--- config.mk ---
export PLATFORM = sky130hd
export DESIGN_NAME = lsu
export DESIGN_NICKNAME = d
export VERILOG_FILES = /design/src/source/lsu_pkg.sv /design/src/source/lsu.sv /design/src/source/lsu_ctrl.sv /design/src/source/lsu_load_format.sv
export SDC_FILE = /design/constraint.sdc
export NUM_CORES = 1
export LEC_CHECK = 0
export ABC_CLOCK_PERIOD_IN_PS = 1100
export BUFFER_PORTS_ARGS = -buffer_cell sky130_fd_sc_hd__buf_4
export CAP_MARGIN = 40
export CORE_MARGIN = 8
export CORE_UTILIZATION = 23
export DETAILED_ROUTE_END_ITERATION = 10
export PLACE_DENSITY = 0.78
export SETUP_SLACK_MARGIN = 0.02
export SYNTH_ARGS = -nofsm -noshare
export SYNTH_HDL_FRONTEND = slang
export SYNTH_HIERARCHICAL = 1
export SYNTH_SLANG_ARGS = --single-unit
--- constraint.sdc ---
create_clock -name i_clk -period 1.1 [get_ports i_clk]
set_input_delay 0.22 -clock i_clk [delete_from_list [all_inputs] [get_ports i_clk]]
set_output_delay 0.22 -clock i_clk [all_outputs]
set_load 0.01 [all_outputs]
--- src/source/lsu_pkg.sv ---
//####################################################################
// load/store unit package
// widths, funct3 codes, the FSM states and the request structs that
// pass between the pipeline, the LSU and the data RAM
//####################################################################

package lsu_pkg;

	localparam int XLEN      = 32;
	localparam int RAM_WORDS = 256;
	localparam int MEM_WAIT  = 2;   // wait states before data-ready
	localparam int NUM_LANES = XLEN / 8;
	localparam int IDX_W     = $clog2(RAM_WORDS);
	localparam int WAIT_W    = $clog2(MEM_WAIT + 1);

	typedef logic [XLEN-1:0]   xlen_t;
	typedef logic [IDX_W-1:0]  word_idx_t;
	typedef logic [WAIT_W-1:0] wait_cnt_t;

	localparam wait_cnt_t WAIT_LAST = wait_cnt_t'(MEM_WAIT);   // counter value in the ready cycle

	// stores reuse the signed codes as SB, SH and SW
	typedef enum logic [2:0] {
		LB  = 3'b000,
		LH  = 3'b001,
		LW  = 3'b010,
		LBU = 3'b100,
		LHU = 3'b101
	} funct3_e;

	typedef enum logic [1:0] {
		IDLE  = 2'b00,
		READ  = 2'b01,
		WRITE = 2'b10
	} lsu_state_e;

	typedef struct packed {
		xlen_t   addr;
		xlen_t   wdata;
		funct3_e f3;
		logic    wen;
		logic    ren;
	} mem_req_t;

	typedef struct packed {
		xlen_t   addr;
		xlen_t   wdata;
		funct3_e f3;
		logic    wr_en;
		logic    rd_en;
	} lsu_op_t;

endpackage
--- src/source/lsu.sv ---
//####################################################################
// load/store unit
// turns a pipeline op into a memory request and formats the answer
//####################################################################

`timescale 1ns/1ns

module lsu (
	input  logic              i_clk,
	input  logic              i_rst_n,
	input  lsu_pkg::lsu_op_t  i_op,
	input  logic              i_mem_ready,
	input  lsu_pkg::xlen_t    i_mem_rdata,
	output lsu_pkg::mem_req_t o_mem_req,
	output lsu_pkg::xlen_t    o_rd,
	output logic              o_stall,
	output logic              o_ex_ld,
	output logic              o_ex_st
);

	lsu_load_format format_i (
		.i_addr  (i_op.addr),
		.i_f3    (i_op.f3),
		.i_rd_en (i_op.rd_en),
		.i_wr_en (i_op.wr_en),
		.i_rdata (i_mem_rdata),
		.o_rd    (o_rd),
		.o_ex_ld (o_ex_ld),
		.o_ex_st (o_ex_st)
	);

	lsu_ctrl ctrl_i (
		.i_clk       (i_clk),
		.i_rst_n     (i_rst_n),
		.i_rd_en     (i_op.rd_en),
		.i_wr_en     (i_op.wr_en),
		.i_ex        (o_ex_ld || o_ex_st),
		.i_mem_ready (i_mem_ready),
		.o_stall     (o_stall)
	);

	assign o_mem_req.addr  = i_op.addr;
	assign o_mem_req.wdata = i_op.wdata;
	assign o_mem_req.f3    = i_op.f3;
	assign o_mem_req.wen   = i_op.wr_en && !o_ex_st;   // misaligned ops never reach the RAM
	assign o_mem_req.ren   = i_op.rd_en && !o_ex_ld;

endmodule

--- src/source/lsu_ctrl.sv ---
//####################################################################
// load/store control FSM
// follows one memory access and stalls the pipeline until ready
//####################################################################

`timescale 1ns/1ns

module lsu_ctrl (
	input  logic i_clk,
	input  logic i_rst_n,
	input  logic i_rd_en,
	input  logic i_wr_en,
	input  logic i_ex,
	input  logic i_mem_ready,
	output logic o_stall
);

	lsu_pkg::lsu_state_e state;
	lsu_pkg::lsu_state_e next_state;
	logic                req;

	assign req = i_rd_en || i_wr_en;

	always_ff @(posedge i_clk) begin
		if (!i_rst_n || i_ex) begin
			state <= lsu_pkg::IDLE;   // a misaligned op abandons the access
		end else begin
			state <= next_state;
		end
	end

	always_comb begin
		next_state = state;
		case (state)
			lsu_pkg::IDLE: begin
				if (i_wr_en) begin
					next_state = lsu_pkg::WRITE;
				end else if (i_rd_en) begin
					next_state = lsu_pkg::READ;
				end
			end
			lsu_pkg::READ,
			lsu_pkg::WRITE: begin
				if (i_mem_ready) begin
					next_state = lsu_pkg::IDLE;
				end
			end
			default: next_state = lsu_pkg::IDLE;
		endcase
	end

	// the ready cycle itself is not stalled so the pipeline can move on
	assign o_stall = (state != lsu_pkg::IDLE || req) && !i_mem_ready && !i_ex;

endmodule

--- src/source/lsu_load_format.sv ---
//####################################################################
// load formatter and alignment check
// extends byte and halfword loads, flags misaligned loads and stores
//####################################################################

`timescale 1ns/1ns

module lsu_load_format (
	input  lsu_pkg::xlen_t   i_addr,
	input  lsu_pkg::funct3_e i_f3,
	input  logic             i_rd_en,
	input  logic             i_wr_en,
	input  lsu_pkg::xlen_t   i_rdata,
	output lsu_pkg::xlen_t   o_rd,
	output logic             o_ex_ld,
	output logic             o_ex_st
);

	logic misaligned;

	always_comb begin
		case (i_f3)
			lsu_pkg::LB:  o_rd = {{(lsu_pkg::XLEN-8){i_rdata[7]}}, i_rdata[7:0]};
			lsu_pkg::LH:  o_rd = {{(lsu_pkg::XLEN-16){i_rdata[15]}}, i_rdata[15:0]};
			lsu_pkg::LW:  o_rd = i_rdata;
			lsu_pkg::LBU: o_rd = {{(lsu_pkg::XLEN-8){1'b0}}, i_rdata[7:0]};
			lsu_pkg::LHU: o_rd = {{(lsu_pkg::XLEN-16){1'b0}}, i_rdata[15:0]};
			default:      o_rd = i_rdata;
		endcase
	end

	always_comb begin
		case (i_f3)
			lsu_pkg::LH,
			lsu_pkg::LHU: misaligned = i_addr[0];      // halfword needs an even address
			lsu_pkg::LW:  misaligned = |i_addr[1:0];
			default:      misaligned = 1'b0;           // bytes always fit
		endcase
	end

	assign o_ex_ld = i_rd_en && misaligned;
	assign o_ex_st = i_wr_en && misaligned;

endmodule

==> results.yml <==
power:
  p_int_uw: 721
  p_per_area_mw_per_mm2: 705
  peakVddDrop_mv: 0.646
  p_sw_uw: 358
  swShare: 0.332
  p_comb_frac: 0.657
  power.share.sequential: 0.078
  clkPwrFrac: 0.266
  leakagePower_nw: 0.734
detailed_routing:
  first_pass_iters: 4
  wl_met1_um: 1160
  dr_wl_met2_um: 1870
  dr_total_vias: 1013
  antenna_violating_nets_post_route: 0
  routed_via_density: 4.50
  wirelength_um: 3570
  top_layer: "met4"
  remaining_drc_errors: 0
  wl_met3_um: 365
  drtIter0Drc: 17
  wire_per_inst_um: 15.9
sta:
  tightest_slew_ns: 0.254
  rsz0062_at_grt: "yes"
  fin_ws_ns: -0.367
  finalCriticalPeriod_ns: 1.47
  drv_slew: 0
  skew_ns: 0.000312
  slew_headroom: 0.831
  fin_tns_setup_ns: -6.37
  hold_viol: 0
  clock.fmax_ghz: 0.682
  final.period_utilization: 1.33
  setup_violations: 31
yosys:
  syn_nets: 265
  syn_avg_cell_area_um2: 6.62
  synth_area_mm2: 0.00106
  synth_cells: 160
  synth_warnings: 6
  ys_types: 26
  ys_seq_elements: 2
  yosysSeqAreaShare: 0.0378
worst_setup_path:
  path_max_fanout: 6
  cp_data_required_time_ns: 0.88
  arrival_ns: 1.25
  path_class: "in2out"
  cp-end-kind: "primary output"
  ff2ff_setup_slack_ns: 0.04
  slowest_stage: "or2_1"
  startpoint_type: "input port"
  cpPeakStageDelay_ns: 0.25
  cp_common_cell: "buf_4"
  path_cells: "buf_8 -> buf_4 -> nand4b_1 -> o21ai_2 -> or2_1 -> nor3_2 -> buf_4"
grt:
  antenna_found_initial: 0
  grt_pass1_vias: 1134
  grt_use_total: 0.0927
  grt_overflow: 0
  grt_max_degree: 18
  grt_pass1_wl_um: 5550
clock_network:
  cts_tree: "yes"
  htreeDepth: 1
  clockBufferDepth: 2
  clkSinkCount: 2
  ctsHoldBuffers: 0
  root_buffer: "clkbuf_8"
  clock_latency_ns: 0.21
  clk_pin_slew_worst_paths_ns: 0.03
  cts_buffers: 3
finish:
  regArea_um2: 41.3
  layout.cells.non_filler: 225
  nNetsFinal: 280
  fin_util: 0.349
  syn2layout_area_growth_pct: 44.4
  fillers: 482
  largestRegisters: "ctrl_i/state (2)"
  multiInputGateArea_um2: 566
  largest_register_ffs: 2
  diodes: 0
  drive_gt1_frac: 0.717
  regMostFlops: "ctrl_i/state"
placement:
  io_buffers: 69
  gp_congestion: 0.730
  hpwl_um: 2810
  place_inst: 218
die:
  dieWidth_um: 83.9
  die_area_mm2: 0.00704
  rows: 24
  io_pins: 208
  die_y_um: 83.9
  initial_utilization: 0.242
  core_area_mm2: 0.00438
flow_run:
  cap_violations: 0
outcome:
  status: "complete, but fails checks"
  violations: "setup timing"
worst_hold_path:
  hp-class: "in2reg"
cells in the mapped netlist, drive strengths merged:
library cell,count,area share
a211oi,1,0.012
a21o,1,0.0071
a21oi,2,0.013
and2b,1,0.0083
buf,77,0.55
clkbuf,6,0.024
dfxtp,2,0.038
ha,1,0.012
inv,2,0.0071
mux2i,1,0.0094
nand2,24,0.085
nand2b,4,0.031
nand3,1,0.0047
nand4b,2,0.017
nand4bb,2,0.021
nor2,2,0.0071
nor2b,1,0.0059
nor3,1,0.0047
o21ai,26,0.12
or2,2,0.012
or4b,1,0.013
critical path, delay by kind of cell:
family,cells,cell delay [ns]
and+or+nand+nor,3,0.54
AOI/OAI and AO/OA,1,0.07
buffers and inverters,3,0.40
final timing paths:
kind | start | end | cells after the start
worst max-delay path | i_op[2] | o_stall | 7
worst max register to register | ctrl_i/state[1] | ctrl_i/state[1] | 5
worst min-delay path | i_rst_n | ctrl_i/state[0] | 3
worst min register to register | ctrl_i/state[0] | ctrl_i/state[0] | 2
metal layers:
layer / up-vias / GRT usage
li1: 474 / -
met1: 447 / 0.0846
met2: 60 / 0.159
met3: 32 / 0.0371
met4: 0 / 0.0754
met5: - / 0
timing repair:
| action | in CTS | in global routing |
|---|---|---|
| pin swaps | 12 | 6 |
| setup endpoints to repair | 31 | 31 |
| buffers inserted | 3 | 1 |
| gates resized for setup | 44 | 2 |
layout make-up:
class	instances	share of cell area
clock buffer	3	0.0270
tap	52	0.0425
sequential	2	0.0270
multi-input combinational	73	0.370
inverter	2	0.00491
timing repair buffer	93	0.529
cell families after synthesis:
logic type	after synthesis	share of synthesized area
buffers and inverters	85	0.577
and+or+nand+nor	41	0.209
AOI/OAI and AO/OA	30	0.155
DFF	2	0.0378
muxes	1	0.00945
adders and majority gates	1	0.0118
power by group through the flow:
stage	Sequential, mW	Clock [mW]	Combinational, mW
5_1_grt	0.0845	0.296	0.763
3_3_place_gp	0.0826	0	0.604
2_1_floorplan	0.0825	0	0.546
3_5_place_dp	0.0829	0	0.615
6_report	0.0837	0.287	0.708
4_1_cts	0.0830	0.298	0.701
metrics by stage:
step | setup slack (ns) | total power, mW | hold slack (ns) | instance area (µm²)
floorplan | -0.145 | 0.629 | 0.385 | 1210
global placement | -0.367 | 0.686 | 0.440 | 1320
detailed placement | -0.424 | 0.698 | 0.440 | 1320
CTS | -0.363 | 1.08 | 0.280 | 1520
global route | -0.379 | 1.14 | 0.288 | 1530
finish | -0.367 | 1.08 | 0.281 | 1530
placed cells by master (no fill, tap or decap):
cell type  synthesis  final
and2b_2            1      1
nand4b_1           2      2
nand2b_1           3      2
ha_4               0      1
inv_1              2      1
or4b_4             1      1
clkbuf_8           0      3
buf_4             75     71
nand2_4            0      8
o21ai_4            0      3
dfxtp_1            2      1
dfxtp_2            0      1
o21ai_1            0     11
a211oi_2           1      1
inv_2              0      1
nand3_1            1      1
o21ai_0           26      8
buf_12             0      2
nor2_1             2      1
buf_6              1     17
nor2b_1            1      1
nand2b_4           1      2
a21o_1             1      1
or2_1              2      2
a21oi_2            1      2
nand4bb_1          2      2
buf_8              0      3
o21ai_2            0      4
nor3_2             0      1
mux2i_4            0      1
nand2_1           24     16
nor2_4             0      1
Note: power is estimated with default switching activity, not from simulation.
